[src/common/mem_sub_defs.svh]
// memory subsystem build parameters
// address width, fetch queue depth and reset program counter

`ifndef MEM_SUB_DEFS_SVH
`define MEM_SUB_DEFS_SVH

// byte address width, 64 KB of ram
`define MEM_SUB_ADDR_W 16

// fetch queue entries, 2, 4 or 8
`define MEM_SUB_QUEUE_DEPTH 4

// first fetch address after reset
`define MEM_SUB_RESET_PC 'h0

`endif
[src/common/mem_sub_pkg.sv]
// memory subsystem types
// axi4-lite channel payloads, fetch queue entry, decoded instruction
// and the state and opcode enums

`include "mem_sub_defs.svh"

package mem_sub_pkg;

    typedef struct packed {
        logic [`MEM_SUB_ADDR_W-1:0] addr;   // byte address, bits 1:0 ignored
    } axil_aw_t;

    typedef struct packed {
        logic [31:0] data;
        logic [3:0]  strb;                  // one bit per byte lane
    } axil_w_t;

    typedef struct packed {
        logic [1:0] resp;                   // always okay
    } axil_b_t;

    typedef struct packed {
        logic [`MEM_SUB_ADDR_W-1:0] addr;
    } axil_ar_t;

    typedef struct packed {
        logic [31:0] data;
        logic [1:0]  resp;
    } axil_r_t;

    typedef enum logic [1:0] {
        IDLE,
        WRITE_RESP,                         // bvalid pending
        READ_RESP                           // rvalid pending
    } axil_state_e;

    typedef struct packed {
        logic [`MEM_SUB_ADDR_W-1:0] pc;
        logic [31:0]                instr;
    } fetch_entry_t;

    typedef enum logic [3:0] {
        OPC_LUI,
        OPC_AUIPC,
        OPC_JAL,
        OPC_JALR,
        OPC_BRANCH,
        OPC_LOAD,
        OPC_STORE,
        OPC_OP_IMM,
        OPC_OP,
        OPC_SYSTEM,
        OPC_ILLEGAL                         // any other major opcode
    } opc_e;

    typedef struct packed {
        logic [`MEM_SUB_ADDR_W-1:0] pc;
        opc_e                       opc;
        logic [4:0]                 rd;
        logic [4:0]                 rs1;
        logic [4:0]                 rs2;
        logic [2:0]                 funct3;
        logic [31:0]                instr;  // raw word
    } decoded_t;

endpackage

[src/logic/instr_decode.sv]
// instruction decoder
// classifies the rv32 major opcode, extracts register and funct3 fields and
// holds the result in a valid/ready output register

`timescale 1ns/1ps

module instr_decode (
    input  logic                      clk,
    input  logic                      rst_n_i,
    input  logic                      flush_i,
    input  logic                      head_valid_i,
    input  mem_sub_pkg::fetch_entry_t head_i,
    output logic                      pop_o,
    output logic                      dec_valid_o,
    input  logic                      dec_ready_i,
    output mem_sub_pkg::decoded_t     dec_o
);

    mem_sub_pkg::opc_e     opc;
    mem_sub_pkg::decoded_t dec_next;

    always_comb begin
        case (head_i.instr[6:0])
            7'b0110111: opc = mem_sub_pkg::OPC_LUI;
            7'b0010111: opc = mem_sub_pkg::OPC_AUIPC;
            7'b1101111: opc = mem_sub_pkg::OPC_JAL;
            7'b1100111: opc = mem_sub_pkg::OPC_JALR;
            7'b1100011: opc = mem_sub_pkg::OPC_BRANCH;
            7'b0000011: opc = mem_sub_pkg::OPC_LOAD;
            7'b0100011: opc = mem_sub_pkg::OPC_STORE;
            7'b0010011: opc = mem_sub_pkg::OPC_OP_IMM;
            7'b0110011: opc = mem_sub_pkg::OPC_OP;
            7'b1110011: opc = mem_sub_pkg::OPC_SYSTEM;
            default:    opc = mem_sub_pkg::OPC_ILLEGAL;
        endcase
    end

    // fields are extracted at their fixed rv32 positions for every class
    assign dec_next.pc     = head_i.pc;
    assign dec_next.opc    = opc;
    assign dec_next.rd     = head_i.instr[11:7];
    assign dec_next.funct3 = head_i.instr[14:12];
    assign dec_next.rs1    = head_i.instr[19:15];
    assign dec_next.rs2    = head_i.instr[24:20];
    assign dec_next.instr  = head_i.instr;

    // take a new word when the output is empty or leaving
    assign pop_o = head_valid_i && !flush_i && (!dec_valid_o || dec_ready_i);

    always_ff @(posedge clk) begin
        if (!rst_n_i || flush_i)
            dec_valid_o <= 1'b0;
        else if (pop_o)
            dec_valid_o <= 1'b1;
        else if (dec_ready_i)
            dec_valid_o <= 1'b0;        // taken, nothing behind it
    end

    always_ff @(posedge clk) begin
        if (pop_o)
            dec_o <= dec_next;          // held while stalled
    end

endmodule

[config.mk]
export PLATFORM = sky130hd
export DESIGN_NAME = instr_decode
export DESIGN_NICKNAME = d
export VERILOG_FILES = /design/src/common/mem_sub_pkg.sv /design/src/logic/instr_decode.sv
export VERILOG_INCLUDE_DIRS = /design/src /design/src/common
export SDC_FILE = /design/constraint.sdc
export NUM_CORES = 1
export LEC_CHECK = 0
export BUFFER_PORTS_ARGS = -buffer_cell sky130_fd_sc_hd__buf_2
export CORE_ASPECT_RATIO = 0.6
export CORE_MARGIN = 4
export CORE_UTILIZATION = 40
export CTS_CLUSTER_DIAMETER = 200
export CTS_CLUSTER_SIZE = 24
export DETAILED_ROUTE_END_ITERATION = 16
export PLACE_DENSITY_LB_ADDON = 0.1
export SYNTH_ARGS = -nofsm -noshare
export SYNTH_HDL_FRONTEND = slang
export SYNTH_SLANG_ARGS = --single-unit
[constraint.sdc]
create_clock -name clk -period 7.28 [get_ports clk]
set_input_delay 0.728 -clock clk [delete_from_list [all_inputs] [get_ports clk]]
set_output_delay 0.728 -clock clk [all_outputs]
set_load 0.02 [all_outputs]
### Word level (Yosys, flattened, before mapping)

Index checks and enable logic that the tools add are counted.

* add/subtract/negate cells: 0
* multipliers: 0
* divide/modulo/power cells: 0
* order comparisons: 0
* equality and inequality tests: 10
* shift-type cells: 0
* multiplexer cells: 3
* bitwise logic cells: 0
* reductions and logical operators: 8

Operators by type and width (count)
* $pmux 4 s10: 1
* $eq 7x7->1 const B: 4
* $eq 7x6->1 const B: 3
* $eq 7x5->1 const B: 2
* $eq 7x2->1 const B: 1
* $logic_not 1->1: 3
* $logic_and 1x1->1: 2
* $logic_or 1x1->1: 2
* $mux 1: 2
* $reduce_bool 2->1: 1

* register bits: 71
* bits in latches: 0
* RAM bits: 0
* bits in read-only memories: 0
* input bits: 53
* memories: 0

### Longest topological paths before layout

* depth in word-level cells: 4
* mapped depth: 3

### Worst setup path before layout

No wires, ideal clock.

* path type: input port to output port
* start point: input port dec_ready_i
* end point: output port pop_o
* arrival: 5.008 ns
* data required time: 6.552 ns
* setup slack: 1.544 ns
* cell stages on the path: 2
* path through: nor2b_1 -> nor3b_1

* longest elaborated chain between the ends: 2

Ends and longest elaborated chain
* from (decl): line instr_decode.sv:15 `input logic dec_ready_i,`
* $logic_or 1x1->1: line instr_decode.sv:48 `assign pop_o = head_valid_i && !flush_i && (!dec_valid_o || dec_ready_i);`
* $logic_and 1x1->1: line instr_decode.sv:48
* to (decl): line instr_decode.sv:13 `output logic pop_o,`

Every way passes these cells.

### Worst setup path in the final report

Same ends and word-level chain as after synthesis.

==> flow_summary.ini <==
[synth]
yosys_warnings = 0
syn_area_um2 = 1860
synth_top_area_share_pct = 83.8
synthArstFlopShare_pct = 0
synth_edf_count = 52
ys_seq_area_share_pct = 84.9
yosys.area.top_type = edfxtp_1
synth_flop_cell = edfxtp_1
syn_avg_cell_area_um2 = 19.8
synth_nets = 147
synth_cells = 94
ys_ff_latch = 53
yosys-top-cells-area = edfxtp_1, buf_4, dfxtp_1, xor2_1, nand3b_1
synth_cell_types = 18

[clock_network]
clkTransAtPathRegs_ns = 0.09
clock_sinks = 53
htreeDepth = 2
cts_resized = 0
cts_made_buffers = 5
cts_tree = yes
insertion_delay_ns = 0.30
cts_buffer_depth = 2
cts_setup_buffers = 0
cts_hold_buf = 0
root_buffer = clkbuf_8

[place]
dp_cells = 261
numPortBuffers = 124
place_congestion = 0.665
dp_hpwl_um = 3080

[die]
dieArea_um2 = 5850
start_util_pct = 43.3
fp-row-count = 18
ioPinCount = 125
die_h_um = 60.9
die_w_um = 96.1
core_area_um2 = 4300

[power]
p_per_area_nw_per_um2 = 239
leakagePower_nw = 1.10
ir_drop_uv = 116
p_total_uw = 609

[setup_path]
crit_type = in -> out
crit_fanout = 2
arrival_ns = 1.24
crit_path_start_kind = primary input
worst_setup_path_end_kind = output pin
cp.required_ns = 6.55

[final_layout]
nFillCells = 355
drive_above_1_share_pct = 64.6
area_delta_synth_final_pct = 36.7
stdcell_count = 269
nets = 261
diodes = 0

[drt]
drc = 0
wl_per_cell_um = 14.6
num_vias = 1170
routed_via_density = 4.35
detail-route-antenna-nets = 0
drtIter0Drc = 31
dr.pass1.iters = 2
wirelength_um = 3920

[timing]
rsz0062_at_grt = no
setup_viol_count_final = 0
slew_headroom_pct = 57.9
slew_viol_final = 0
tns_ns = 0
timing.final.crit_share_pct = 27.0
tightest_slew_ns = 0.632
holdWs_ns = 0.600
timing.final.crit_period_ns = 1.97
skew_ns = 0.00527
clock.fmax_ghz = 0.509
finalHoldViolCount = 0

[global_route]
use_met2_pct = 23.1
grt_overflow = 0
grt_pass1_vias = 1188
grt_usage_pct = 13.0
grt_antenna_before_repair = 0
grt-busiest-layer = met2
gr-usage-met1_pct = 14.3
grt_pass1_wl_um = 5600
grt_max_degree = 53
global_route.usage.met3_pct = 6.20

[run_status]
status = finished clean

[flow_run]
cap_violations = 0

[min_path]
hold_path.class = in -> reg
critical path, stage by stage:
cell and delay [ns]:
buf_2 0.10, nor2b_1 0.18, nor3b_2 0.08, buf_2 0.16
worst paths after layout:
path              cells after the start         from  slack (ns)     endpoint
setup / recovery                      4  dec_ready_i        5.31        pop_o
hold / removal                        1   head_i[38]        0.60    dec_o[60]
setup reg to reg                      3  dec_valid_o        5.69    dec_o[62]
hold reg to reg                       3  dec_valid_o        0.63  dec_valid_o
cells in the mapped netlist, drive strengths merged (2+ instances only):
library cell / instances
nor2: 3
a21oi: 2
xor2: 2
edfxtp: 52
o21ai: 2
buf: 18
nor3b: 2
nand3b: 2
nor2b: 3
power by group:
part | switching (mW) | internal, mW | total [mW]
Sequential | 0.00376 | 0.350 | 0.354
Clock | 0.0882 | 0.103 | 0.191
Combinational | 0.0403 | 0.0234 | 0.0638
Total | 0.132 | 0.477 | 0.609
flip-flops by register name, summed over array words and instances (netlist names):
name / cells
dec_o: 52
dec_valid_o: 1
per-layer routing:
metal	share of wire (%)	up-vias	wire (um)
met5	0	-	0
met4	0.33	0	13
met3	12	2	484
met2	50	64	1980
met1	37	544	1440
li1	-	560	-
logic make-up after synthesis:
family          count (synthesis)  synth area share [%]
compound gates                  7                  2.55
xor+xnor                        2                 0.940
buf+inv                        19                  7.45
flops                          53                  84.9
simple gates                   13                  4.16
layout make-up:
| cell class | count | area, um2 | share of cell area [%] |
|---|---|---|---|
| clock inverters | 2 | 38.8 | 1.52 |
| inverters | 1 | 3.75 | 0.147 |
| flip-flops and latches | 53 | 1580 | 62.1 |
| well taps | 60 | 75.1 | 2.95 |
| repair buffers | 125 | 628 | 24.7 |
| multi-input cells | 22 | 148 | 5.80 |
| clock buffers | 6 | 72.6 | 2.85 |
stage by stage:
stage	util, %	cell area (um2)	worst slack (ns)
detailed placement	56.6	2440	5.26
floorplan	-	1860	1.54
global placement	56.6	2440	5.31
CTS	59.2	2550	5.30
finish	59.2	2550	5.31
global route	59.2	2550	5.25
placed cells by master, fill, tap and decap left out, types with 2 or more instances in the layout:
cell type  count
a21oi_1        2
buf_2        124
clkbuf_8       5
edfxtp_1      52
nand3b_1       2
nor2_1         3
nor2b_1        2
o21ai_0        2
xor2_1         2
No activity file was read; power rests on OpenSTA's default activity.
