--- config.mk ---
export PLATFORM = sky130hd
export DESIGN_NAME = fetch_queue
export DESIGN_NICKNAME = d
export VERILOG_FILES = /design/src/common/mem_sub_pkg.sv /design/src/logic/fetch_queue.sv
export VERILOG_INCLUDE_DIRS = /design/src /design/src/common
export SDC_FILE = /design/constraint.sdc
export NUM_CORES = 1
export LEC_CHECK = 0
export BUFFER_PORTS_ARGS = -buffer_cell sky130_fd_sc_hd__buf_2
export CORE_UTILIZATION = 53
export CTS_BUF_LIST = sky130_fd_sc_hd__clkbuf_8
export DETAILED_ROUTE_END_ITERATION = 7
export PLACE_DENSITY_LB_ADDON = 0.25
export SYNTH_ARGS = -nofsm -noshare
export SYNTH_HDL_FRONTEND = slang
export SYNTH_SLANG_ARGS = --single-unit
--- constraint.sdc ---
create_clock -name clk -period 6.1 [get_ports clk]
set_clock_uncertainty 0.1 [all_clocks]
set_input_delay 1.22 -clock clk [delete_from_list [all_inputs] [get_ports clk]]
set_output_delay 1.22 -clock clk [all_outputs]
set_load 0.03 [all_outputs]
--- src/common/mem_sub_defs.svh ---
// memory subsystem build parameters
// address width, fetch queue depth and reset program counter

`ifndef MEM_SUB_DEFS_SVH
`define MEM_SUB_DEFS_SVH

// byte address width, 64 KB of ram
`define MEM_SUB_ADDR_W 16

// fetch queue entries, 2, 4 or 8
`define MEM_SUB_QUEUE_DEPTH 4

// first fetch address after reset
`define MEM_SUB_RESET_PC 'h0

`endif
--- src/common/mem_sub_pkg.sv ---
// memory subsystem types
// axi4-lite channel payloads, fetch queue entry, decoded instruction
// and the state and opcode enums

`include "mem_sub_defs.svh"

package mem_sub_pkg;

    typedef struct packed {
        logic [`MEM_SUB_ADDR_W-1:0] addr;   // byte address, bits 1:0 ignored
    } axil_aw_t;

    typedef struct packed {
        logic [31:0] data;
        logic [3:0]  strb;                  // one bit per byte lane
    } axil_w_t;

    typedef struct packed {
        logic [1:0] resp;                   // always okay
    } axil_b_t;

    typedef struct packed {
        logic [`MEM_SUB_ADDR_W-1:0] addr;
    } axil_ar_t;

    typedef struct packed {
        logic [31:0] data;
        logic [1:0]  resp;
    } axil_r_t;

    typedef enum logic [1:0] {
        IDLE,
        WRITE_RESP,                         // bvalid pending
        READ_RESP                           // rvalid pending
    } axil_state_e;

    typedef struct packed {
        logic [`MEM_SUB_ADDR_W-1:0] pc;
        logic [31:0]                instr;
    } fetch_entry_t;

    typedef enum logic [3:0] {
        OPC_LUI,
        OPC_AUIPC,
        OPC_JAL,
        OPC_JALR,
        OPC_BRANCH,
        OPC_LOAD,
        OPC_STORE,
        OPC_OP_IMM,
        OPC_OP,
        OPC_SYSTEM,
        OPC_ILLEGAL                         // any other major opcode
    } opc_e;

    typedef struct packed {
        logic [`MEM_SUB_ADDR_W-1:0] pc;
        opc_e                       opc;
        logic [4:0]                 rd;
        logic [4:0]                 rs1;
        logic [4:0]                 rs2;
        logic [2:0]                 funct3;
        logic [31:0]                instr;  // raw word
    } decoded_t;

endpackage

--- src/logic/fetch_queue.sv ---
// fetch queue
// circular buffer of fetched words with their pcs, flushed on redirect

`timescale 1ns/1ps
`include "mem_sub_defs.svh"

module fetch_queue #(
    parameter int DEPTH = `MEM_SUB_QUEUE_DEPTH,
    parameter int CNT_W = $clog2(DEPTH + 1),
    parameter int PTR_W = $clog2(DEPTH)
) (
    input  logic                      clk,
    input  logic                      rst_n_i,
    input  logic                      flush_i,
    input  logic                      push_i,
    input  mem_sub_pkg::fetch_entry_t push_entry_i,
    output logic [CNT_W-1:0]          free_cnt_o,
    input  logic                      pop_i,
    output logic                      head_valid_o,
    output mem_sub_pkg::fetch_entry_t head_o
);

    mem_sub_pkg::fetch_entry_t mem [DEPTH];
    logic [PTR_W-1:0]          wr_ptr_q;
    logic [PTR_W-1:0]          rd_ptr_q;
    logic [CNT_W-1:0]          count_q;

    function automatic logic [PTR_W-1:0] ptr_inc(input logic [PTR_W-1:0] p);
        return (p == PTR_W'(DEPTH - 1)) ? '0 : p + 1'b1;    // wraps for any depth
    endfunction

    assign head_valid_o = (count_q != '0);
    assign head_o       = mem[rd_ptr_q];
    assign free_cnt_o   = CNT_W'(DEPTH) - count_q;

    always_ff @(posedge clk) begin
        if (push_i)
            mem[wr_ptr_q] <= push_entry_i;
    end

    always_ff @(posedge clk) begin
        if (!rst_n_i || flush_i) begin
            wr_ptr_q <= '0;
            rd_ptr_q <= '0;
            count_q  <= '0;
        end else begin
            if (push_i) wr_ptr_q <= ptr_inc(wr_ptr_q);
            if (pop_i)  rd_ptr_q <= ptr_inc(rd_ptr_q);
            case ({push_i, pop_i})
                2'b10:   count_q <= count_q + 1'b1;
                2'b01:   count_q <= count_q - 1'b1;
                default: count_q <= count_q;    // none or both
            endcase
        end
    end

    // the fetch credit and the decoder pop rule keep these from firing
    a_no_overflow: assert property (@(posedge clk) disable iff (!rst_n_i)
        push_i |-> count_q != CNT_W'(DEPTH));
    a_no_underflow: assert property (@(posedge clk) disable iff (!rst_n_i)
        pop_i |-> count_q != '0);

endmodule

=== Word-level counts from Yosys, hierarchy flattened ===
Memories as Yosys holds them, arrays and structs flattened. A register that Yosys moved wholly into a read port is not among the register bits.
Index checks and enable logic that the tools add are counted.

* Bits in registers: 7
* Bits in writable memories: 192
* Output and inout bits: 52
* Logic and storage cells: 24
* Memories: 1

{| class="wikitable"
|+ Memories
! name !! depth !! width !! read ports !! clocked after memory_dff !! write ports !! RTL line !! text
|-
| mem || 4 || 48 || 1 || 1 || 1 || fetch_queue.sv:23 || <nowiki>mem_sub_pkg::fetch_entry_t mem [DEPTH];</nowiki>
|}

* Add/subtract/negate cells: 5
* Eq/ne operators: 4
* Multiplexer cells: 7
* Reduce and logical (&&, ||, !) cells: 4

{| class="wikitable"
|+ Operator list
! cell !! number
|-
| 2-bit 2-to-1 mux || 4
|-
| 2-bit == test, second input constant || 3
|-
| 3-bit one-hot mux with 2 select lines || 1
|-
| 2-bit by 1-bit adder with 2-bit output, second input constant || 2
|-
| 3-bit by 1-bit adder with 3-bit output, second input constant || 1
|-
| 3-bit nonzero test || 1
|-
| 3-bit by 1-bit subtractor with 3-bit output, second input constant || 1
|-
| 3-bit subtractor, first input constant || 1
|-
| 2-bit by 1-bit == test with 1-bit output, second input constant || 1
|-
| 1-bit 2-to-1 mux || 2
|-
| 2-bit nonzero test || 1
|-
| 1-bit zero test || 1
|-
| 1-bit logical OR || 1
|}

=== Logic depth before layout (Yosys ltp) ===
* Depth in word-level cells: 4
* Mapped depth: 6

=== Least setup slack after synthesis ===
No wires, ideal clock.

* Path kind: input port to flip-flop
* Start: input port push_i
* End: memory mem[0][0] in the netlist's numbering (enable)
* Library setup time: 410 ps
* Arrival time: 2370 ps
* Required time: 5590 ps
* Setup slack: 3220 ps
* Stages on the path: 1
* Buffers on the path: 0
* Cell sequence: and2_1

* Word-level cells in the longest chain between the ends: 2

{| class="wikitable"
|+ Ends and longest elaborated chain
! element !! RTL line !! text
|-
| start, declared || fetch_queue.sv:15 || <nowiki>input logic push_i,</nowiki>
|-
| 1-bit 2-to-1 mux || fetch_queue.sv:37 || <nowiki>if (push_i)</nowiki>
|-
| 1-bit 2-to-1 mux (not written as such) || fetch_queue.sv:38 || <nowiki>mem[wr_ptr_q] <= push_entry_i;</nowiki>
|-
| end, declared || fetch_queue.sv:23 ||
|}

Every way passes these cells.

==> results.ini <==
[yosys]
synth-seq-cells = 201
synth_most_common_cell = edfxtp_1
synth_cell_type_count = 20
ys_seq_area_share_pct = 80.32
synth_area_leader_cell = edfxtp_1
synth_area_sq_um = 7402
synth_top_area_share_pct = 77.89
synth.area.top_cells = edfxtp_1 (78%), mux4_2 (15%), dfxtp_1 (2.4%), ha_1 (1.4%), inv_1 (0.46%)
ys_async_sr_fraction_pct = 0
syn_inst = 301
syn_avg_cell_area_sq_um = 24.59
ys_top_cells_by_count = edfxtp_1 (192), mux4_2 (48), dfxtp_1 (9), inv_1 (9), ha_1 (8)
synth_nets = 363
ys.flop_type = edfxtp_1
yosysWarnings = 0
synth_edf_count = 192

[sta]
relSlewSlack_pct = 35.06
hold_viol_final = 0
finalCriticalPeriod_ns = 3.705
finalCritPeriodShare_pct = 60.74
tightestPinTransition_ns = 0.9741
timing.final.setup_violations = 0
finalSetupTns_ns = 0
rsz0062_at_grt = false
drv_slew = 0
max_freq_mhz = 269.9

[setup_path]
path_cells = mux4_2, buf_2
cp-end-kind = output pin
regToRegSetupSlack_ns = 4.30
slowest_stage = dfxtp_4
worst-setup-path-type = flop to output pin
timing.rr.end = mem[2][1]
rr_worst_depth = 4
max_stage_delay_ns = 1.00
cp_data_required_time_ns = 4.78
startpoint_type = flop
cpLargestDelayFamily = flip-flops
worst-path-buf-inv = 1
cp.arrival_ns = 2.39
r2r-start = wr_ptr_q[0]
worstPathMaxFanout = 48

[place]
place_inst = 575
io_buffers = 104
place_congestion = 0.6667
dp_hpwl_um = 6783

[min_path]
hold_depth = 2
whs_endpoint = count_q[2]
hold_class = flop to flop
min-delay-start = count_q[2]

[floorplan]
chipWidth_um = 120.2
die_y_um = 120.2
start_util_pct = 55.02
die_area_sq_um = 14440
coreArea_sq_um = 13450
ios = 105
rows = 42

[clock_network]
cts_tree = done
post_cts_resized = 0
postCtsSetupBuffers = 0
postCtsHoldBufs = 0
root_buffer = clkbuf_8
cts.sinks = 201
clock_latency_ns = 0.52
clk_pin_slew_ns = 0.06
clockBufferDepth = 3
h-tree-depth = 1
cts_made_buffers = 31

[global_routing]
grt_pass1_vias = 3645
grt_util_met3_pct = 5.094
grt_overflow_total = 0
grt_pass1_wl_um = 18890
grt_start_max_net_pins = 49
top_usage_layer = met2
use_met1_pct = 23.27
met2_usage_pct = 28.16
antenna_found_initial = 1
grt_usage_pct = 17.53

[power_and_ir_drop]
p_per_area_nw_per_um2 = 311.3
peakVddDrop_v = 0.0001480
leakage_nw = 2.981
totalPowerFinal_mw = 2.684

[detailed_routing]
ant_nets = 0
via_count = 3355
wirelength_um = 11870
first_pass_iters = 4
drc = 0
viasPerCell = 5.351
drt_iter0_markers = 254
wl_per_cell_um = 18.93

[final_layout]
multi_input_area_sq_um = 1349
nets = 494
instances_no_fill = 627
nFillCells = 955
drive_gt1_share_pct = 43.90
syn2layout_area_growth_pct = 16.48
num_antenna_cells = 0
regArea_sq_um = 5951

[outcome]
status = finished clean

[run]
maxCapViolations = 0

## routing by layer
layer	part of all wire [%]	wire length [um]
met1	42	4963
met2	49	5826
met3	7.5	892
met4	1.4	170
met5	0.11	13
## power by group
part / switching (mW) / internal [mW]
combinational: 0.119 / 0.0734
sequential: 0.0170 / 1.55
clock: 0.460 / 0.467
total: 0.596 / 2.09
## cell type report
type                            count  share of cell area, %
Inverter                            9                 0.3918
Tap cell                          176                  2.554
Timing Repair Buffer              109                  6.472
Multi-Input combinational cell     80                  15.64
Clock buffer                       31                  4.948
Sequential cell                   201                  69.02
Clock inverter                     21                 0.9723
## sequential cells by signal (all words and copies together), names as in the netlist, named ones only
name,count
mem,192
count_q,3
rd_ptr_q,2
wr_ptr_q,2
## through the flow
| step | hold slack (ns) | util (%) | area [sq um] | setup slack (ns) |
|---|---|---|---|---|
| floorplan | 0.3586 | - | 7402 | 3.220 |
| global route | 0.4497 | 64.09 | 8622 | 2.192 |
| finish | 0.3955 | 64.09 | 8622 | 2.395 |
| global placement | 0.3768 | 60.30 | 8112 | 2.852 |
| detailed placement | 0.3855 | 60.30 | 8112 | 2.866 |
| CTS | 0.3946 | 64.09 | 8622 | 2.293 |
## worst max-delay path by stage
stage | endpoint | depth (start not counted) | start | slack (ns)
2_1_floorplan | mem[0][0] | 1 | push_i | 3.22
5_1_grt | head_o[28] | 2 | flop | 2.19
3_5_place_dp | head_o[28] | 2 | flop | 2.87
6_report | head_o[25] | 2 | flop | 2.39
3_3_place_gp | head_o[28] | 2 | flop | 2.85
4_1_cts | head_o[28] | 2 | flop | 2.29
## worst register-to-register path: stages (launching register included)
cell,delay (ns)
dfxtp_1,0.35
inv_1,0.10
ha_1,0.15
and2_2,0.13
buf_4,0.56
## cell usage in the layout (no fill, tap or decap)
cell / instances
a21oi_1: 3
and2_2: 4
buf_2: 104
buf_4: 5
clkbuf_8: 31
clkinv_1: 8
clkinv_2: 4
dfxtp_1: 7
dfxtp_2: 1
dfxtp_4: 1
edfxtp_1: 192
fa_1: 1
ha_1: 8
inv_1: 18
mux2i_1: 3
mux4_2: 48
nand2b_1: 1
nor2_1: 6
nor3b_1: 2
o21ai_0: 1
or3_1: 1
xnor2_1: 1
xor2_1: 1
## cell families (layout without fill, tap and decap cells)
kind of cell	Yosys count	in the layout	share of synthesized area, %
AND/OR/NAND/NOR	14	14	1.014
buffers and inverters	20	170	1.521
flip-flops	201	201	80.32
XOR/XNOR	2	2	0.2367
AO/OA/AOI/OAI	4	4	0.2703
adder cells (fa/ha/maj)	9	9	1.623
multiplexers	51	51	15.01
(Power assumes the default switching activity.)
