==> config.mk <==
export PLATFORM = sky130hd
export DESIGN_NAME = axil_data_port
export DESIGN_NICKNAME = d
export VERILOG_FILES = /design/src/common/mem_sub_pkg.sv /design/src/logic/axil_data_port.sv
export VERILOG_INCLUDE_DIRS = /design/src /design/src/common
export SDC_FILE = /design/constraint.sdc
export NUM_CORES = 1
export LEC_CHECK = 0
export BUFFER_PORTS_ARGS = -buffer_cell sky130_fd_sc_hd__buf_2
export CORE_AREA = 2 2 79 81
export CTS_CLUSTER_SIZE = 30
export DETAILED_ROUTE_END_ITERATION = 16
export DIE_AREA = 0 0 81 83
export PLACE_DENSITY = 0.68
export SETUP_SLACK_MARGIN = 0.15
export SYNTH_ARGS = -nofsm -noshare
export SYNTH_HDL_FRONTEND = slang
export SYNTH_SLANG_ARGS = --single-unit
==> constraint.sdc <==
create_clock -name clk -period 1.8 [get_ports clk]
set_clock_uncertainty 0.15 [all_clocks]
set_input_delay 0.27 -clock clk [delete_from_list [all_inputs] [get_ports clk]]
set_output_delay 0.27 -clock clk [all_outputs]
set_load 0.05 [all_outputs]
==> src/common/mem_sub_defs.svh <==
// memory subsystem build parameters
// address width, fetch queue depth and reset program counter

`ifndef MEM_SUB_DEFS_SVH
`define MEM_SUB_DEFS_SVH

// byte address width, 64 KB of ram
`define MEM_SUB_ADDR_W 16

// fetch queue entries, 2, 4 or 8
`define MEM_SUB_QUEUE_DEPTH 4

// first fetch address after reset
`define MEM_SUB_RESET_PC 'h0

`endif
==> src/common/mem_sub_pkg.sv <==
// memory subsystem types
// axi4-lite channel payloads, fetch queue entry, decoded instruction
// and the state and opcode enums

`include "mem_sub_defs.svh"

package mem_sub_pkg;

    typedef struct packed {
        logic [`MEM_SUB_ADDR_W-1:0] addr;   // byte address, bits 1:0 ignored
    } axil_aw_t;

    typedef struct packed {
        logic [31:0] data;
        logic [3:0]  strb;                  // one bit per byte lane
    } axil_w_t;

    typedef struct packed {
        logic [1:0] resp;                   // always okay
    } axil_b_t;

    typedef struct packed {
        logic [`MEM_SUB_ADDR_W-1:0] addr;
    } axil_ar_t;

    typedef struct packed {
        logic [31:0] data;
        logic [1:0]  resp;
    } axil_r_t;

    typedef enum logic [1:0] {
        IDLE,
        WRITE_RESP,                         // bvalid pending
        READ_RESP                           // rvalid pending
    } axil_state_e;

    typedef struct packed {
        logic [`MEM_SUB_ADDR_W-1:0] pc;
        logic [31:0]                instr;
    } fetch_entry_t;

    typedef enum logic [3:0] {
        OPC_LUI,
        OPC_AUIPC,
        OPC_JAL,
        OPC_JALR,
        OPC_BRANCH,
        OPC_LOAD,
        OPC_STORE,
        OPC_OP_IMM,
        OPC_OP,
        OPC_SYSTEM,
        OPC_ILLEGAL                         // any other major opcode
    } opc_e;

    typedef struct packed {
        logic [`MEM_SUB_ADDR_W-1:0] pc;
        opc_e                       opc;
        logic [4:0]                 rd;
        logic [4:0]                 rs1;
        logic [4:0]                 rs2;
        logic [2:0]                 funct3;
        logic [31:0]                instr;  // raw word
    } decoded_t;

endpackage

==> src/logic/axil_data_port.sv <==
// axi4-lite slave for the ram data port
// one transaction at a time, writes win over reads, responses are held
// until the host takes them

`timescale 1ns/1ps
`include "mem_sub_defs.svh"

module axil_data_port (
    input  logic                       clk,
    input  logic                       rst_n_i,
    input  logic                       aw_valid_i,
    output logic                       aw_ready_o,
    input  mem_sub_pkg::axil_aw_t      aw_i,
    input  logic                       w_valid_i,
    output logic                       w_ready_o,
    input  mem_sub_pkg::axil_w_t       w_i,
    output logic                       b_valid_o,
    input  logic                       b_ready_i,
    output mem_sub_pkg::axil_b_t       b_o,
    input  logic                       ar_valid_i,
    output logic                       ar_ready_o,
    input  mem_sub_pkg::axil_ar_t      ar_i,
    output logic                       r_valid_o,
    input  logic                       r_ready_i,
    output mem_sub_pkg::axil_r_t       r_o,
    output logic                       data_en_o,
    output logic [3:0]                 data_we_o,
    output logic [`MEM_SUB_ADDR_W-1:0] data_addr_o,
    output logic [31:0]                data_wdata_o,
    input  logic [31:0]                data_rdata_i
);

    localparam int AW = `MEM_SUB_ADDR_W;

    mem_sub_pkg::axil_state_e state_q;
    logic                     idle;
    logic                     wr_acc;           // write accepted this cycle
    logic                     rd_acc;           // read accepted this cycle
    logic [AW-1:0]            rd_addr_q;        // word address of the pending read

    assign idle   = (state_q == mem_sub_pkg::IDLE);
    assign wr_acc = idle && aw_valid_i && w_valid_i;
    assign rd_acc = idle && ar_valid_i && !wr_acc;

    assign aw_ready_o = wr_acc;                 // aw and w taken together
    assign w_ready_o  = wr_acc;
    assign ar_ready_o = rd_acc;

    // the read stays enabled while the response waits, so the ram keeps
    // returning the same word and rdata holds until rready
    assign data_en_o    = wr_acc || rd_acc || (state_q == mem_sub_pkg::READ_RESP);
    assign data_we_o    = wr_acc ? w_i.strb : 4'b0000;
    assign data_wdata_o = w_i.data;

    always_comb begin
        if (wr_acc)
            data_addr_o = {aw_i.addr[AW-1:2], 2'b00};
        else if (rd_acc)
            data_addr_o = {ar_i.addr[AW-1:2], 2'b00};
        else
            data_addr_o = rd_addr_q;
    end

    assign b_valid_o = (state_q == mem_sub_pkg::WRITE_RESP);
    assign r_valid_o = (state_q == mem_sub_pkg::READ_RESP);
    assign b_o.resp  = 2'b00;                   // okay
    assign r_o.resp  = 2'b00;
    assign r_o.data  = data_rdata_i;

    always_ff @(posedge clk) begin
        if (rd_acc)
            rd_addr_q <= {ar_i.addr[AW-1:2], 2'b00};
    end

    always_ff @(posedge clk) begin
        if (!rst_n_i) begin
            state_q <= mem_sub_pkg::IDLE;
        end else begin
            case (state_q)
                mem_sub_pkg::IDLE: begin
                    if (wr_acc)
                        state_q <= mem_sub_pkg::WRITE_RESP;
                    else if (rd_acc)
                        state_q <= mem_sub_pkg::READ_RESP;
                end
                mem_sub_pkg::WRITE_RESP: if (b_ready_i) state_q <= mem_sub_pkg::IDLE;
                mem_sub_pkg::READ_RESP:  if (r_ready_i) state_q <= mem_sub_pkg::IDLE;
                default:                 state_q <= mem_sub_pkg::IDLE;
            endcase
        end
    end

    // a stalled response keeps its valid and payload
    a_b_stable: assert property (@(posedge clk) disable iff (!rst_n_i)
        b_valid_o && !b_ready_i |=> b_valid_o && $stable(b_o));
    a_r_stable: assert property (@(posedge clk) disable iff (!rst_n_i)
        r_valid_o && !r_ready_i |=> r_valid_o && $stable(r_o));

endmodule

## Word-level counts from Yosys, hierarchy flattened

Index checks and enable logic that the tools add are counted.

- Mux-type cells: 8
- Multipliers: 0
- Shifts and indexed selects: 0
- Div/mod/pow operators: 0
- Equality and inequality tests: 5
- Add/sub/neg operators: 0
- Reduce and logical (&&, ||, !) cells: 9
- Bitwise gates (word level): 0
- Magnitude comparators: 0

Operators by type and width:

| kind | number |
|---|---|
| 2-to-1 mux 16 bit | 2 |
| 2-to-1 mux 2 bit | 4 |
| one-hot mux 2 bit (3 select lines) | 1 |
| logical AND 1 bit | 4 |
| 2-to-1 mux 4 bit | 1 |
| inequality test 2 x 1 -> 1 bit, second input constant | 2 |
| inequality test 3 x 1 -> 1 bit, second input constant | 1 |
| AND reduction 3 bit | 1 |
| equality test 2 x 1 -> 1 bit, second input constant | 1 |
| equality test 2 bit, second input constant | 1 |
| logical NOT 2 bit | 1 |
| logical OR 1 bit | 2 |
| logical NOT 1 bit | 1 |

- Input bits: 107
- Memory bits (read-only): 0
- Output and inout port bits: 94
- Register bits after elaboration: 18
- Memories kept: 0
- Bits in latches: 0
- RAM bits: 0
- Logic and storage cells: 24

## Logic depth before layout (Yosys ltp)

- Depth after elaboration: 8
- Mapped depth: 5
- Depth with buffers taken out: 4

## Worst setup path before layout

OpenSTA, ideal clock, no wires.

- Path kind: flip-flop to output port
- Start point: register state_q[1]
- End point: output data_addr_o[10]
- Path buffers: 1
- Arrival: 2008 ps
- Stages on the path, launching flop included: 6
- Setup slack: -628 ps
- Required time: 1380 ps
- Cells stage by stage: dfxtp_1 nor3b_4 nand2_4 clkinv_4 buf_6 o311ai_1

- Longest elaborated chain between the ends: 7
- Elaborated cells between the ends (all ways): 8
- Those cells by class: mux (2); reduce/logical (6)

Ends and longest elaborated chain:

| element | line | text |
|---|---|---|
| start, declared | axil_data_port.sv:35 | `mem_sub_pkg::axil_state_e state_q;` |
| start signal, assigned | axil_data_port.sv:77 | `state_q <= mem_sub_pkg::IDLE;` |
| start signal, assigned | axil_data_port.sv:82 | `state_q <= mem_sub_pkg::WRITE_RESP;` |
| start signal, assigned | axil_data_port.sv:84 | `state_q <= mem_sub_pkg::READ_RESP;` |
| logical NOT 2 bit (*) | axil_data_port.sv:41 | `assign idle = (state_q == mem_sub_pkg::IDLE);` |
| logical AND 1 bit (2 in series) | axil_data_port.sv:42 | `assign wr_acc = idle && aw_valid_i && w_valid_i;` |
| logical NOT 1 bit | axil_data_port.sv:43 | `assign rd_acc = idle && ar_valid_i && !wr_acc;` |
| logical AND 1 bit | axil_data_port.sv:43 |  |
| 2-to-1 mux 16 bit | axil_data_port.sv:58 | `else if (rd_acc)` |
| 2-to-1 mux 16 bit (*) | axil_data_port.sv:56 | `if (wr_acc)` |
| end, declared | axil_data_port.sv:28 | `` output logic [`MEM_SUB_ADDR_W-1:0] data_addr_o, `` |

Every way passes the cells marked *; elsewhere a longest branch is shown, timed or not.

## Final worst setup path

Same ends and word-level chain as after synthesis.

==> reports/summary.md <==
Clock-pin slew was measured on the worst setup and hold paths at 0.08 ns. The tools report the buffer type at the clock tree root as clkbuf_8. In this run the static leakage power is 1.00 nW. The leading cell type in the layout, fill and taps excluded was buf_2. The detailed placer's ending HPWL is 3680 um. The longest clock path from root to sink contains 2 buffers. In the layout the commonest cells are 38 x buf_2, 26 x buf_6, 16 x dfxtp_1. For this run, the slowest stage of the critical path takes 0.37 ns.

The area enclosed by the die boundary came out at 0.00672 mm^2. The minimum clock period after layout was 2.05 ns; the data arrival time at the worst-slack endpoint was 1.63 ns. The number of antenna violations at the first check in global routing was 0. 0 antenna diodes ended up in the layout. Broken down by cell family, the worst path's largest delay share belongs to buffers and inverters. The maximum achievable frequency is 488 MHz. Final number of hold-violating endpoints: 0.

The start-to-end type of the worst setup path is register to output pin. The area inside the core boundary is 0.00582 mm^2, and the number of failing setup endpoints in the final timing report is 22. For the number of max-cap violations, the log shows 0. Detailed routing inserted a total of 1,253 vias.

The run finished, with violations left. The overall global routing resource usage is 14.2%, and the sum of buffers and inverters on the critical path is 4. The relative area change from synthesis to final layout was 48.8%. In this run the power density over the cells is 809 mW/mm^2. In this run the count of I/O pins placed on the die edge is 201. For the number of buffers inserted for hold repair after clock tree synthesis, the log shows 0. The tools report the number of instances in the synthesized netlist as 188. The count of port buffers added during placement is 64.

The run gives 4810 um as the sum of routed wire length over all layers. The pin count of the biggest net entering global routing was 16. Once placement finished, the instance area stood at 0.00183 mm^2. The first-pass GRT wire length was 7060 um.

The post-route clock period utilization came out at 114%. In this design, the critical path's most frequently occurring cell is buf_6. For the total count of max-transition violations in the final report, the log shows 0. The run gives 0 as the total grt overflow.

The die is 83 um tall. For the setup slack at placement, the log shows -0.143 ns. In the final routing, the length of wire on met1 measures 1620 um. The clock insertion delay at the later pin of the skew report was 0.26 ns.

The final reports fail on negative setup slack. The mapped netlist covers 0.00151 mm^2. Setup repair after global routing could not meet its margin everywhere. After the first detailed-routing iteration, the DRC count stood at 12. The proportion of synthesized chip area in sequential cells is 23.9%, and the per-instance average area after synthesis is 8.03 um^2.

The logs give 0 for the Yosys warning count and 272 for the placed cell count. Summed over all nets, wire length on met3 after detailed routing comes to 600 um. The number of H-tree branching levels is 1. STA puts the critical path data required time at 1.38 ns. The tree built by TritonCTS fans out to 18 sinks. Routability-driven placement finished with a final weighted congestion of 0.658.

The final routed DRC violation total was 0; the number of detailed-routing iterations run before antenna repair was 3. The tools report the number of CTS-inserted buffers as 3. TritonCTS built the clock tree.

The endpoint type of the worst setup path is an output pin. The tools report the number of global-route vias before repair as 1,280. The total non-filler cell area in the finished layout was 0.00225 mm^2. Counting distinct cell types in the post-synthesis netlist gives 22. The floorplan has 28 rows. In the routed layout, each cell is associated on average with a via count of 4.43. After detailed routing, no signal wire sits above met4. For this design, the slowest cell found on the critical path is dfxtp_4. The signal on the critical path passes through nor4bb_4, buf_6, buf_12, buf_8, o311ai_4, buf_6. The wire length on met2 came out at 2570 um.

STA classifies the critical path startpoint as a register. The tightest min-delay check is of the primary input to register type. The per-cell routed wire length was 17.0 um. The initial core utilization is 25.9%. For this run, the post-layout net count is 316.

In the final layout, the share of cells above drive strength 1 is 63.9%. After synthesis the netlist holds a flip-flop and latch count of 18. The logs give 283 for the final standard cell count with taps included and fillers excluded and 0 for the number of nets with antenna violations after detailed routing. The critical-path maximum fanout is 6.

Chip width: 81 um. The tools report the peak supply drop as 0.348 mV. The post-layout worst setup margin is -0.251 ns.
[power breakdown]
| part | total (mW) | switching [mW] | leakage (nW) | internal, mW |
|---|---|---|---|---|
| sequential | 0.482 | 0.0198 | 0.152 | 0.462 |
| combinational | 1.03 | 0.590 | 0.825 | 0.442 |
| clock | 0.303 | 0.145 | 0.0228 | 0.157 |
| total | 1.82 | 0.755 | 1.00 | 1.06 |
[synth_stat cells]
master	number	share of area [%]
inv_1	14	3.5
a21oi_1	1	0.33
nor4bb_2	1	1.1
o311ai_1	14	8.1
conb_1	1	0.25
nand2_1	15	3.7
buf_8	1	0.99
nor2_1	1	0.25
nor3b_1	2	0.99
dfxtp_1	18	24
clkinv_4	1	0.58
clkbuf_1	1	0.25
buf_4	69	34
and2_1	6	2.5
buf_6	7	5.2
nor2b_1	3	1.2
nor3b_4	1	1.2
nand2_4	1	0.75
o21ai_0	14	4.6
o21a_1	2	0.99
nand3_1	14	4.6
and2b_1	1	0.50
[what timing repair did]
| item | in CTS | in global routing |
|---|---|---|
| resized for setup | 70 | 12 |
| cloned | 2 | 1 |
| setup buffers | 3 | 1 |
| pin swaps | 5 | 11 |
| setup endpoints to repair | 25 | 25 |
[metal layers]
metal	vias up	track usage, %
li1	595	-
met1	570	15.0
met2	84	25.2
met3	4	6.63
met4	0	2.93
met5	-	0
[final cells by class]
cell class | count | area (um^2)
Fill cell | 596 | 3570
Tap cell | 75 | 93.8
Multi-Input combinational cell | 80 | 820
Timing Repair Buffer | 91 | 858
Inverter | 15 | 61.3
Sequential cell | 18 | 368
Clock buffer | 4 | 45.0
[sequential cells by signal (all words and copies together), names as in the netlist]
signal     cells
rd_addr_q     16
state_q        2
[worst register-to-register path, stage by stage (launching register included)]
cell and delay (ns):
dfxtp_4 0.37, nor3b_4 0.27, buf_4 0.22, nand3_1 0.15, o21ai_0 0.12
[kinds of logic after synthesis]
kind of cell / after synthesis / synth area share (%)
AO/OA/AOI/OAI: 31 / 14.1
AND/OR/NAND/NOR: 45 / 16.9
other: 1 / 0.249
buffers and inverters: 93 / 44.9
flip-flops: 18 / 23.9
[per-stage QoR]
step	setup TNS [ns]	util, %	hold WS (ns)	power (mW)
4_1_cts	-5.14	37.3	0.0674	1.82
2_1_floorplan	0	-	0.237	1.55
3_3_place_gp	-0.932	31.4	0.294	1.33
6_report	-4.65	38.6	0.0750	1.82
5_1_grt	-7.15	38.6	0.0708	1.92
3_5_place_dp	-1.22	31.4	0.305	1.35
[final timing paths]
kind         slack (ns)                       to  depth (start not counted)               startpoint
min                0.07  state_q[0]$_SDFFE_PN0P_                          2                  rst_n_i
max reg2reg        0.43     rd_addr_q[7]$_DFF_P_                          4  state_q[0]$_SDFFE_PN0P_
max               -0.25          data_addr_o[10]                          6  state_q[1]$_SDFFE_PN0P_
min reg2reg        0.32     rd_addr_q[0]$_DFF_P_                          1     rd_addr_q[0]$_DFF_P_
No activity file was read; power rests on OpenSTA's default activity.
