`src/common/mem_sub_defs.svh`:
```
// memory subsystem build parameters
// address width, fetch queue depth and reset program counter

`ifndef MEM_SUB_DEFS_SVH
`define MEM_SUB_DEFS_SVH

// byte address width, 64 KB of ram
`define MEM_SUB_ADDR_W 16

// fetch queue entries, 2, 4 or 8
`define MEM_SUB_QUEUE_DEPTH 4

// first fetch address after reset
`define MEM_SUB_RESET_PC 'h0

`endif
```
`src/common/mem_sub_pkg.sv`:
```
// memory subsystem types
// axi4-lite channel payloads, fetch queue entry, decoded instruction
// and the state and opcode enums

`include "mem_sub_defs.svh"

package mem_sub_pkg;

    typedef struct packed {
        logic [`MEM_SUB_ADDR_W-1:0] addr;   // byte address, bits 1:0 ignored
    } axil_aw_t;

    typedef struct packed {
        logic [31:0] data;
        logic [3:0]  strb;                  // one bit per byte lane
    } axil_w_t;

    typedef struct packed {
        logic [1:0] resp;                   // always okay
    } axil_b_t;

    typedef struct packed {
        logic [`MEM_SUB_ADDR_W-1:0] addr;
    } axil_ar_t;

    typedef struct packed {
        logic [31:0] data;
        logic [1:0]  resp;
    } axil_r_t;

    typedef enum logic [1:0] {
        IDLE,
        WRITE_RESP,                         // bvalid pending
        READ_RESP                           // rvalid pending
    } axil_state_e;

    typedef struct packed {
        logic [`MEM_SUB_ADDR_W-1:0] pc;
        logic [31:0]                instr;
    } fetch_entry_t;

    typedef enum logic [3:0] {
        OPC_LUI,
        OPC_AUIPC,
        OPC_JAL,
        OPC_JALR,
        OPC_BRANCH,
        OPC_LOAD,
        OPC_STORE,
        OPC_OP_IMM,
        OPC_OP,
        OPC_SYSTEM,
        OPC_ILLEGAL                         // any other major opcode
    } opc_e;

    typedef struct packed {
        logic [`MEM_SUB_ADDR_W-1:0] pc;
        opc_e                       opc;
        logic [4:0]                 rd;
        logic [4:0]                 rs1;
        logic [4:0]                 rs2;
        logic [2:0]                 funct3;
        logic [31:0]                instr;  // raw word
    } decoded_t;

endpackage

```
`src/logic/instr_fetch.sv`:
```
// instruction fetch unit
// walks the pc, issues instruction reads while the queue has credit and
// turns each returning word into a queue entry, redirect drops the read in flight

`timescale 1ns/1ps
`include "mem_sub_defs.svh"

module instr_fetch #(
    parameter int CNT_W = $clog2(`MEM_SUB_QUEUE_DEPTH + 1)
) (
    input  logic                       clk,
    input  logic                       rst_n_i,
    input  logic                       fetch_en_i,
    input  logic                       redirect_valid_i,
    input  logic [`MEM_SUB_ADDR_W-1:0] redirect_pc_i,
    output logic [`MEM_SUB_ADDR_W-1:0] instr_addr_o,
    input  logic [31:0]                instr_i,
    input  logic [CNT_W-1:0]           free_cnt_i,
    output logic                       push_o,
    output mem_sub_pkg::fetch_entry_t  push_entry_o
);

    localparam int            AW       = `MEM_SUB_ADDR_W;
    localparam logic [AW-1:0] RESET_PC = `MEM_SUB_RESET_PC;

    logic [AW-1:0] pc_q;
    logic          inflight_q;              // a word returns this cycle
    logic [AW-1:0] inflight_pc_q;
    logic          issue;

    // free slots must cover the word already in flight plus this one
    assign issue = fetch_en_i && !redirect_valid_i &&
                   (free_cnt_i > {{(CNT_W-1){1'b0}}, inflight_q});

    assign instr_addr_o = pc_q;

    assign push_o             = inflight_q && !redirect_valid_i;
    assign push_entry_o.pc    = inflight_pc_q;
    assign push_entry_o.instr = instr_i;

    always_ff @(posedge clk) begin
        if (!rst_n_i) begin
            pc_q       <= RESET_PC;
            inflight_q <= 1'b0;
        end else if (redirect_valid_i) begin
            pc_q       <= {redirect_pc_i[AW-1:2], 2'b00};  // restart here
            inflight_q <= 1'b0;                          // older word is dropped
        end else begin
            inflight_q <= issue;
            if (issue)
                pc_q <= pc_q + AW'(4);
        end
    end

    always_ff @(posedge clk) begin
        if (issue)
            inflight_pc_q <= pc_q;          // pc of the word on its way
    end

endmodule

```
`config.mk`:
```
export PLATFORM = sky130hd
export DESIGN_NAME = instr_fetch
export DESIGN_NICKNAME = d
export VERILOG_FILES = /design/src/common/mem_sub_pkg.sv /design/src/logic/instr_fetch.sv
export VERILOG_INCLUDE_DIRS = /design/src /design/src/common
export SDC_FILE = /design/constraint.sdc
export NUM_CORES = 1
export LEC_CHECK = 0
export ABC_AREA = 1
export BUFFER_PORTS_ARGS = -buffer_cell sky130_fd_sc_hd__buf_2
export CAP_MARGIN = 20
export CORE_MARGIN = 2
export CORE_UTILIZATION = 42
export DETAILED_ROUTE_END_ITERATION = 7
export PLACE_DENSITY = 0.81
export SYNTH_ARGS = -nofsm -noshare
export SYNTH_HDL_FRONTEND = slang
export SYNTH_SLANG_ARGS = --single-unit
```
`constraint.sdc`:
```
create_clock -name clk -period 1.8 [get_ports clk]
set_clock_uncertainty 0.1 [all_clocks]
set_input_delay 0.18 -clock clk [delete_from_list [all_inputs] [get_ports clk]]
set_output_delay 0.18 -clock clk [all_outputs]
set_load 0.02 [all_outputs]
```
Word-level counts from Yosys, hierarchy flattened
Index checks and enable logic that the tools add are counted.
- flip-flop bits (word level): 33
- bits of input ports: 55
- output and inout port bits: 65
- $add $sub $neg: 1
- order comparisons: 1
- mux-type cells: 2
- bitwise operators: 1
- reductions and logical operators: 6
- operators with widths (cell ; count):
    $mux W16 ; 2
    $add A16 B3 Y16 const B ; 1
    $gt A3 B1 Y1 ; 1
    $logic_and A1 B1 Y1 ; 3
    $reduce_bool A2 Y1 ; 1
    $reduce_or A2 Y1 ; 1
    $logic_not A1 Y1 ; 1
    $not A1 Y1 ; 1

Depth between registers and ports, before layout
Gate-level depths: netlist of the first run.
- word-level depth: 5
- depth in mapped cells: 11

Least setup slack after synthesis of the first run
No wires, ideal clock.
- path type: register to register
- start point: register pc_q[2] (netlist: instr_addr_o[2])
- end point: register pc_q[10] (netlist: instr_addr_o[10])
- arrival time: 1.300 ns
- required time: 1.576 ns
- path slack: 0.276 ns
- cell stages (with the launch flop): 9
- path buffers: 0
- period minus slack after synthesis: 1.524 ns
- cells stage by stage: dfxtp_1 ha_1 nand3_2 inv_1 nand3_1 nand2_1 nor2_1 nor2_1 nor2_1
- cells in the longest elaborated chain, start to end: 3
- RTL lines (item ; RTL line ; RTL):
    from (decl) ; instr_fetch.sv:26 ; logic [AW-1:0] pc_q;
    from (signal assigned) ; instr_fetch.sv:46 ; pc_q <= {redirect_pc_i[AW-1:2], 2'b00};
    from (signal assigned) ; instr_fetch.sv:51 ; pc_q <= pc_q + AW'(4);
    $add A16 B3 Y16 ; instr_fetch.sv:51 ;
    $mux W16 ; instr_fetch.sv:50 ; if (issue)
    $mux W16 ; instr_fetch.sv:45 ; end else if (redirect_valid_i) begin
No other way between the ends. The select of a mux whose other input is x is not followed.
A chain may end at the register's enable or synchronous reset.

Worst setup path after layout of the first run
- start point: register inflight_q
- end point: register pc_q[8] (netlist: instr_addr_o[8])
- cells in the longest elaborated chain, start to end: 3
- RTL lines (item ; RTL line ; RTL):
    from (decl) ; instr_fetch.sv:27 ; logic inflight_q;
    from (signal assigned) ; instr_fetch.sv:49 ; inflight_q <= issue;
    $gt A3 B1 Y1 ; instr_fetch.sv:33 ; (free_cnt_i > {{(CNT_W-1){1'b0}}, inflight_q});
    $logic_and A1 B1 Y1 ; instr_fetch.sv:32 ; assign issue = fetch_en_i && !redirect_valid_i &&
    $reduce_bool A2 Y1 (no line) ; -- ;
No other way between the ends.

==> results of run 1 <==
-- layout make-up --
class / count / area share, %
clock buffer: 6 / 3.82
clock inverter: 1 / 0.198
inverter: 25 / 5.07
multi-input combinational: 139 / 35.6
sequential: 29 / 37.9
tap: 50 / 3.29
timing repair buffer: 52 / 14.1
-- routing by layer --
layer | share of wire, % | GRT usage (%) | up-vias
met5 | 0 | 0 | -
met1 | 39 | 18.2 | 652
met2 | 50 | 27.6 | 53
met4 | 3.6 | 11.1 | 0
li1 | - | - | 729
met3 | 7.4 | 5.26 | 17
-- final timing paths --
check	start	slack, ns	endpoint	cells past startpoint
max	inflight_q	0.20	instr_addr_o[8]	9
min	redirect_pc_i[2]	0.08	instr_addr_o[2]	3
max reg2reg	inflight_q	0.20	instr_addr_o[8]	9
min reg2reg	instr_addr_o[15]	0.41	inflight_pc_q[15]	0
-- worst reg2reg max path: stages, from the launching register on --
cell     delay, ns
dfxtp_1       0.32
ha_1          0.26
inv_1         0.05
nand2_1       0.04
nand2_1       0.10
nand2_4       0.10
buf_4         0.18
nor2_4        0.15
nand2_1       0.06
o21ai_0       0.15
-- state kept, by name, indices dropped and copies added, names as in the netlist --
register       flops
inflight_q         1
instr_addr_o      14
inflight_pc_q     14
-- cell usage after synthesis (2+ instances only) --
library cell and n:
nand2_1 58, buf_4 36, inv_1 23, nor2_1 22
nand3_1 20, dfxtp_1 15, edfxtp_1 14, a21oi_1 8
o21ai_0 8, nor2_4 4, nand3_2 3, nor2_2 3
buf_6 2, ha_1 2, xnor2_1 2
-- power by group --
group | switching, mW | internal, mW | total [mW]
logic | 0.154 | 0.0841 | 0.238
clock network | 0.221 | 0.259 | 0.481
registers | 0.0420 | 0.735 | 0.777
total | 0.417 | 1.08 | 1.50
-- stage by stage --
stage          power [mW]  instance area, um2  cells  hold slack, ns
2_1_floorplan        1.05                1790    233           0.258
3_3_place_gp         1.02                1820    295           0.260
3_5_place_dp         1.03                1820    295           0.260
4_1_cts              1.51                1900    302          0.0708
5_1_grt              1.57                1900    302          0.0926
6_report             1.50                1900    302          0.0764
-- cell families (layout without fill, tap and decap cells) --
| family | after synthesis | after routing | synth area share, % |
|---|---|---|---|
| simple gates | 113 | 113 | 29.1 |
| flops | 29 | 29 | 40.5 |
| other cells | 1 | 4 | 0.211 |
| buf+inv | 65 | 84 | 22.2 |
| compound gates | 18 | 18 | 5.62 |
| fa+ha+maj | 2 | 2 | 1.41 |
| xor+xnor | 2 | 2 | 0.984 |
-- what timing repair did --
item / CTS / global route
endpoints found under the hold margin: 0 / 0
setup endpoints to repair: 0 / 5
resized for setup: 0 / 2
==> run_results.csv, run 1 <==
group,metric,value,unit
run_status,outcome,"finished, final reports clean",
final_layout,layout_common_cells,"nand2_1, buf_2, inv_1",
timing,clock.fmax,0.626,GHz
clock_network,root_buffer,"clkbuf_8",
routing,dr.pass1.iters,4,
global_routing,overflow,0,
logic_synthesis,yosysWarnings,0,
final_layout,n_antenna_cell,0,
clock_network,cts_tree,"done",
setup_path,path_max_fanout,7,
logic_synthesis,yosysTopAreaCell,"edfxtp_1",
global_routing,first_global_vias,1459,
routing,wl_per_cell,12.2,um
timing,hold_violations,0,
final_layout,drive_above_1_share,28.6,%
routing,drt-initial-drc-count,98,
setup_path,cp-start-kind,"flip-flop",
routing,num_vias,1451,
flow_run,max-cap-violations,0,
timing,setup_viol,0,
timing,setup_ws,0.203,ns
clock_network,clock_latency,0.28,ns
setup_path,worstPathArrival,1.69,ns
logic_synthesis,synth_cell_types,25,
timing,post-route-period-util,88.7,%
timing,drv_slew,0,
die,die_w,69.1,um
worst_hold_path,hp-class,"in2reg",
logic_synthesis,ys_ff_latch,29,
die,die_h,69.1,um
die,initial_core_util,44.2,%
logic_synthesis,syn-instance-count,230,
setup_path,end_kind,"flip-flop",
setup_path,slowest_stage,"dfxtp_1",
power,ir_worst_vdd,0.267,mV
die,die-area,0.00478,mm2
final_layout,fin_nets,309,
placement,io_buffers,49,
final_layout,area_growth,6.68,%
placement,gp_congestion,0.913,
global_routing,grt_usage,16.7,%
timing,rsz0062_at_grt,"no",
setup_path,max_stage_delay,0.32,ns
final_layout,ff_latch_area,721,um2
logic_synthesis,seq_area_frac_synth,40.5,%
setup_path,worstSetupPathType,"reg2reg",
logic_synthesis,synth_edf_count,14,
timing,tns,0,ns
logic_synthesis,synth_area_leaders,"edfxtp_1, dfxtp_1, buf_4",
final_layout,fillCellCount,415,
routing,drc,0,
logic_synthesis,synth_ff_type,"dfxtp_1",
setup_path,crit_path_frequent_cell,"nand2_1",
global_routing,grt_first_pass_wirelength,6420,um
die,coreArea,0.00403,mm2
routing,wirelength,3680,um
clock_network,cts.clk_slew.worst_paths,0.06,ns
setup_path,path_cells,"ha_1, inv_1, nand2_1, nand2_1, nand2_4, buf_4, nor2_4, nand2_1, o21ai_0",
clock_network,postCtsHoldBufs,0,
logic_synthesis,synth_top_area_share,23.6,%
final_layout,final_core_util,47.1,%
global_routing,grt_max_degree,21,
die,pin_count,120,
clock_network,htreeDepth,2,
final_layout,multiInputGateArea,676,um2
logic_synthesis,synth_area,0.00178,mm2
logic_synthesis,async_reset_ff_share,0,%
clock_network,clock_path_buffers,2,
routing,ant_nets,0,
setup_path,worstPathRequired,1.90,ns
clock_network,cts_made_buffers,5,
clock_network,cts_setup_buffers,0,
placement,dp_hpwl,2720,um
final_layout,layout_commonest_cell,"nand2_1",
logic_synthesis,syn_avg_cell_area,7.74,um2
placement,dp_slack,0.121,ns
setup_path,cpLargestDelayFamily,"simple AND/OR/NAND/NOR gates",
die,row_count,23,
routing,viasPerCell,4.80,
power,power_density,787,mW/mm2
global_routing,antenna_found_initial,0,
setup_path,crit_buf_inv,2,
clock_network,numClockSinks,29,
power,cellLeakagePower,0.894,nW
timing,final.min_clock_period,1.60,ns
Note: power is estimated with default switching activity, not from simulation.
==> run 2, diff against run 1 <==
==> constraint.sdc (replaced) <==
create_clock -name clk -period 1.8 [get_ports clk]
set_clock_uncertainty 0.1 [all_clocks]
set_input_delay 0 -clock clk [delete_from_list [all_inputs] [get_ports clk]]
set_output_delay 0 -clock clk [all_outputs]
set_load 0.02 [all_outputs]
==> run_results.csv, run 2 (synthesis results as in run 1) <==
group,metric,value,unit
routing,ant_nets,0,
die,die_w,69.1,um
setup_path,regToRegSetupSlack,0.22,ns
setup_path,ff2ff_path_depth,9,
final_layout,layout_common_cells,"nand2_1, buf_2, dlygate4sd3_1",
clock_network,clock_latency,0.28,ns
timing,clock.fmax,0.632,GHz
power,total_power,1.69,mW
global_routing,grt_max_degree,21,
placement,gp_congestion,0.932,
clock_network,htreeDepth,2,
global_routing,grt_first_pass_wirelength,6480,um
timing,hold_violations,0,
power,power_density,709,mW/mm2
routing,viasPerCell,4.83,
placement,io_buffers,49,
placement,placed_area,0.00181,mm2
die,coreArea,0.00403,mm2
power,cellLeakagePower,1.10,nW
global_routing,overflow,0,
final_layout,fillCellCount,350,
final_layout,design_area,0.00238,mm2
global_routing,grt_usage,16.7,%
worst_hold_path,hold_depth,3,
setup_path,path_cells,"ha_1, inv_1, nand2_1, nand2_1, nand2_4, buf_4, nor2_4, nand2_1, o21ai_0",
setup_path,worstPathArrival,1.69,ns
die,initial_core_util,44.2,%
timing,final.min_clock_period,1.58,ns
setup_path,end_kind,"flip-flop",
clock_network,cts_tree,"done",
final_layout,layout_commonest_cell,"nand2_1",
worst_hold_path,worstHoldStart,"redirect_valid_i",
worst_hold_path,hp-class,"in2reg",
final_layout,drive_above_1_share,24.4,%
die,die-area,0.00478,mm2
global_routing,antenna_found_initial,0,
placement,dp.cells,294,
routing,wirelength,4150,um
setup_path,path_max_fanout,9,
setup_path,cp-start-kind,"flip-flop",
setup_path,worstSetupPathType,"reg2reg",
die,row_count,23,
final_layout,n_antenna_cell,0,
clock_network,root_buffer,"clkbuf_8",
placement,dp_hpwl,2700,um
timing,setup_viol,0,
routing,drt-initial-drc-count,109,
setup_path,r2r-start,"inflight_q",
setup_path,slowest_stage,"dfxtp_1",
die,die_h,69.1,um
timing,rsz0062_at_grt,"no",
final_layout,layoutNonFillerInstCount,349,
clock_network,clock_path_buffers,2,
setup_path,r2r_end,"instr_addr_o[7]",
clock_network,cts_setup_buffers,0,
setup_path,max_stage_delay,0.32,ns
final_layout,ff_latch_area,721,um2
setup_path,crit_path_frequent_cell,"nand2_1",
flow_run,max-cap-violations,0,
run_status,outcome,"finished, final reports clean",
die,pin_count,120,
routing,dr.pass1.iters,4,
clock_network,numClockSinks,29,
clock_network,cts_made_buffers,5,
final_layout,multiInputGateArea,676,um2
clock_network,cts.clk_slew.worst_paths,0.06,ns
worst_hold_path,holdPathEnd,"instr_addr_o[2]",
final_layout,area_growth,33.5,%
routing,drc,0,
routing,num_vias,1687,
routing,wl_per_cell,11.9,um
timing,post-route-period-util,87.9,%
setup_path,worstPathRequired,1.90,ns
final_layout,fin_nets,355,
global_routing,first_global_vias,1490,
power,ir_worst_vdd,0.298,mV
timing,tns,0,ns
timing,drv_slew,0,
run 2: cell count changes in the layout (fill, tap and decap cells not counted), sizes merged:
cell	change
buf	-1
clkinv	+1
dlygate4sd3	+47
run 2: repair_timing:
| action | CTS | global route |
|---|---|---|
| hold endpoints to repair | 46 | 0 |
| hold buffers | 47 | 0 |
| resized for setup | 0 | 2 |
| setup endpoints to repair | 0 | 1 |
run 2: critical path: cells and delay by family (launching register included):
| family | cells | cell delay, ns |
|---|---|---|
| AO/OA/AOI/OAI | 1 | 0.15 |
| adder cells (fa/ha/maj) | 1 | 0.27 |
| buffers and inverters | 2 | 0.23 |
| flip-flops | 1 | 0.32 |
| AND/OR/NAND/NOR | 5 | 0.44 |
run 2: worst max path at each step:
stage,startpoint,endpoint,cells after the start
2_1_floorplan,instr_addr_o[2],instr_addr_o[10],8
3_3_place_gp,inflight_q,instr_addr_o[5],10
3_5_place_dp,inflight_q,instr_addr_o[5],10
4_1_cts,inflight_q,instr_addr_o[5],10
5_1_grt,instr_addr_o[2],instr_addr_o[12],7
6_report,inflight_q,instr_addr_o[7],9
run 2: layer usage:
metal	global-route usage [%]	routed length [um]	part of all wire, %	vias to the layer above
li1	-	-	-	819
met1	18.1	1560	38	754
met2	29.3	2100	50	106
met3	4.53	421	10	8
met4	9.15	75	1.8	0
met5	0	0	0	-
run 2: area by class of cell:
cell class / instances / area share (%)
Timing Repair Buffer: 98 / 30.7
Clock buffer: 6 / 3.47
Multi-Input combinational cell: 139 / 28.4
Sequential cell: 29 / 30.3
Clock inverter: 2 / 0.368
Inverter: 25 / 4.05
Tap cell: 50 / 2.63
run 2: power by group:
part           total (mW)  internal, mW  switching (mW)
sequential          0.776         0.734          0.0416
combinational       0.371         0.151           0.220
clock               0.539         0.302           0.237
run 2: stage by stage:
step | hold WS (ns) | setup slack, ns | utilization, %
3_5_place_dp | -0.0999 | 0.147 | 45.0
2_1_floorplan | 0.0126 | 0.276 | -
4_1_cts | 0.137 | 0.113 | 58.9
3_3_place_gp | -0.0999 | 0.194 | 45.0
6_report | 0.131 | 0.218 | 59.0
5_1_grt | 0.149 | 0.108 | 59.0
==> run 3, diff against run 2 <==
- CORE_MARGIN: 2 -> default
==> run_results.csv, run 3 (synthesis results as in run 1) <==
group,metric,value,unit
placement,gp_congestion,0.919,
setup_path,worstPathArrival,1.65,ns
clock_network,cts.clk_slew.worst_paths,0.06,ns
clock_network,htreeDepth,2,
clock_network,cts_made_buffers,5,
timing,hold_violations,1,
setup_path,max_stage_delay,0.32,ns
placement,dp_hpwl,2640,um
timing,hold_ws,-0.0136,ns
final_layout,drive_above_1_share,23.6,%
setup_path,end_kind,"flip-flop",
worst_hold_path,hp-class,"in2reg",
setup_path,worstSetupPathType,"reg2reg",
flow_run,max-cap-violations,0,
die,coreArea,0.00403,mm2
setup_path,path_max_fanout,9,
run_status,outcome,"finished with violations",
global_routing,first_global_vias,1476,
timing,tns,0,ns
routing,drc,0,
clock_network,cts_setup_buffers,0,
global_routing,overflow,0,
global_routing,antenna_found_initial,0,
setup_path,cp-start-kind,"flip-flop",
clock_network,cts_tree,"done",
routing,dr.pass1.iters,4,
power,power_density,698,mW/mm2
timing,drv_slew,0,
clock_network,numClockSinks,29,
setup_path,cpLargestDelayFamily,"simple AND/OR/NAND/NOR gates",
timing,setup_viol,0,
timing,setup_ws,0.198,ns
final_layout,n_antenna_cell,0,
routing,viasPerCell,4.89,
die,row_count,23,
global_routing,grt_max_degree,21,
power,cellLeakagePower,1.08,nW
routing,drt-initial-drc-count,109,
setup_path,crit_buf_inv,2,
setup_path,path_cells,"ha_1, inv_1, nand2_1, nand2_1, nand2_4, buf_4, nand3_1, nand2_1, nor2_1, nor2_1",
timing,post-route-period-util,89.0,%
placement,io_buffers,49,
routing,wl_per_cell,11.9,um
routing,num_vias,1697,
die,die_w,67.1,um
clock_network,root_buffer,"clkbuf_8",
final_layout,area_growth,31.9,%
setup_path,slowest_stage,"dfxtp_1",
global_routing,grt_usage,18.7,%
die,pin_count,120,
placement,dp_slack,0.142,ns
timing,final.min_clock_period,1.60,ns
die,initial_core_util,44.2,%
final_layout,layout_common_cells,"nand2_1, buf_2, dlygate4sd3_1",
final_layout,fin_nets,353,
timing,clock.fmax,0.624,GHz
timing,rsz0062_at_grt,"no",
die,die_h,67.1,um
final_layout,fillCellCount,359,
routing,ant_nets,0,
setup_path,worstPathRequired,1.85,ns
run_status,violations,"negative hold slack",
setup_path,crit_path_frequent_cell,"nand2_1",
final_layout,layout_commonest_cell,"nand2_1",
global_routing,grt_first_pass_wirelength,6200,um
clock_network,clock_path_buffers,2,
power,ir_worst_vdd,0.262,mV
clock_network,clock_latency,0.28,ns
die,die-area,0.00450,mm2
routing,wirelength,4120,um
==> run 3: layout make-up <==
type	count	area (um2)	share of cell area [%]
sequential	29	721	30.7
inverter	25	96.3	4.10
multi-input combinational	139	676	28.8
timing repair buffer	96	713	30.4
clock buffer	7	76.3	3.25
clock inverter	1	3.75	0.160
tap	50	62.6	2.66
==> run 3: per-stage QoR <==
step / utilization, % / power (mW) / hold WS, ns / instance area [um2] / instances
detailed placement: 44.8 / 1.02 / -0.0999 / 1810 / 293
floorplan: - / 1.05 / 0.0126 / 1790 / 233
global route: 58.3 / 1.71 / 0.0143 / 2350 / 347
finish: 58.3 / 1.64 / -0.0136 / 2350 / 347
CTS: 58.2 / 1.64 / 0.00655 / 2350 / 347
global placement: 44.8 / 1.02 / -0.0999 / 1810 / 293
==> run 3: routing by layer <==
layer	global-route usage [%]	part of all wire (%)
met1	19.1	37
met4	9.84	2.5
met3	4.45	8.0
met2	34.5	52
met5	0	0
==> run 3: worst reg2reg max path, stage by stage, from the launching register on <==
cell and delay (ns):
dfxtp_1 0.32, ha_1 0.26, inv_1 0.05, nand2_1 0.04, nand2_1 0.09, nand2_4 0.08
buf_4 0.19, nand3_1 0.08, nand2_1 0.07, nor2_1 0.12, nor2_1 0.07
==> run 3: power by group <==
part | internal [mW] | switching, mW
logic | 0.148 | 0.219
clock network | 0.268 | 0.227
registers | 0.734 | 0.0423
==> run 3: path summary, 6_finish.rpt <==
path | start | endpoint | slack (ns) | depth (start not counted)
min reg2reg | instr_addr_o[15] | inflight_pc_q[15] | 0.41 | 0
min | redirect_pc_i[3] | instr_addr_o[3] | -0.01 | 5
max | inflight_q | instr_addr_o[9] | 0.20 | 10
max reg2reg | inflight_q | instr_addr_o[9] | 0.20 | 10
==> run 3: what timing repair did <==
action                                 4_1_cts  5_1_grt
hold buffers                                46        0
endpoints found under the hold margin       46        0
setup endpoints to repair                    0        2
resized for setup                            0        2
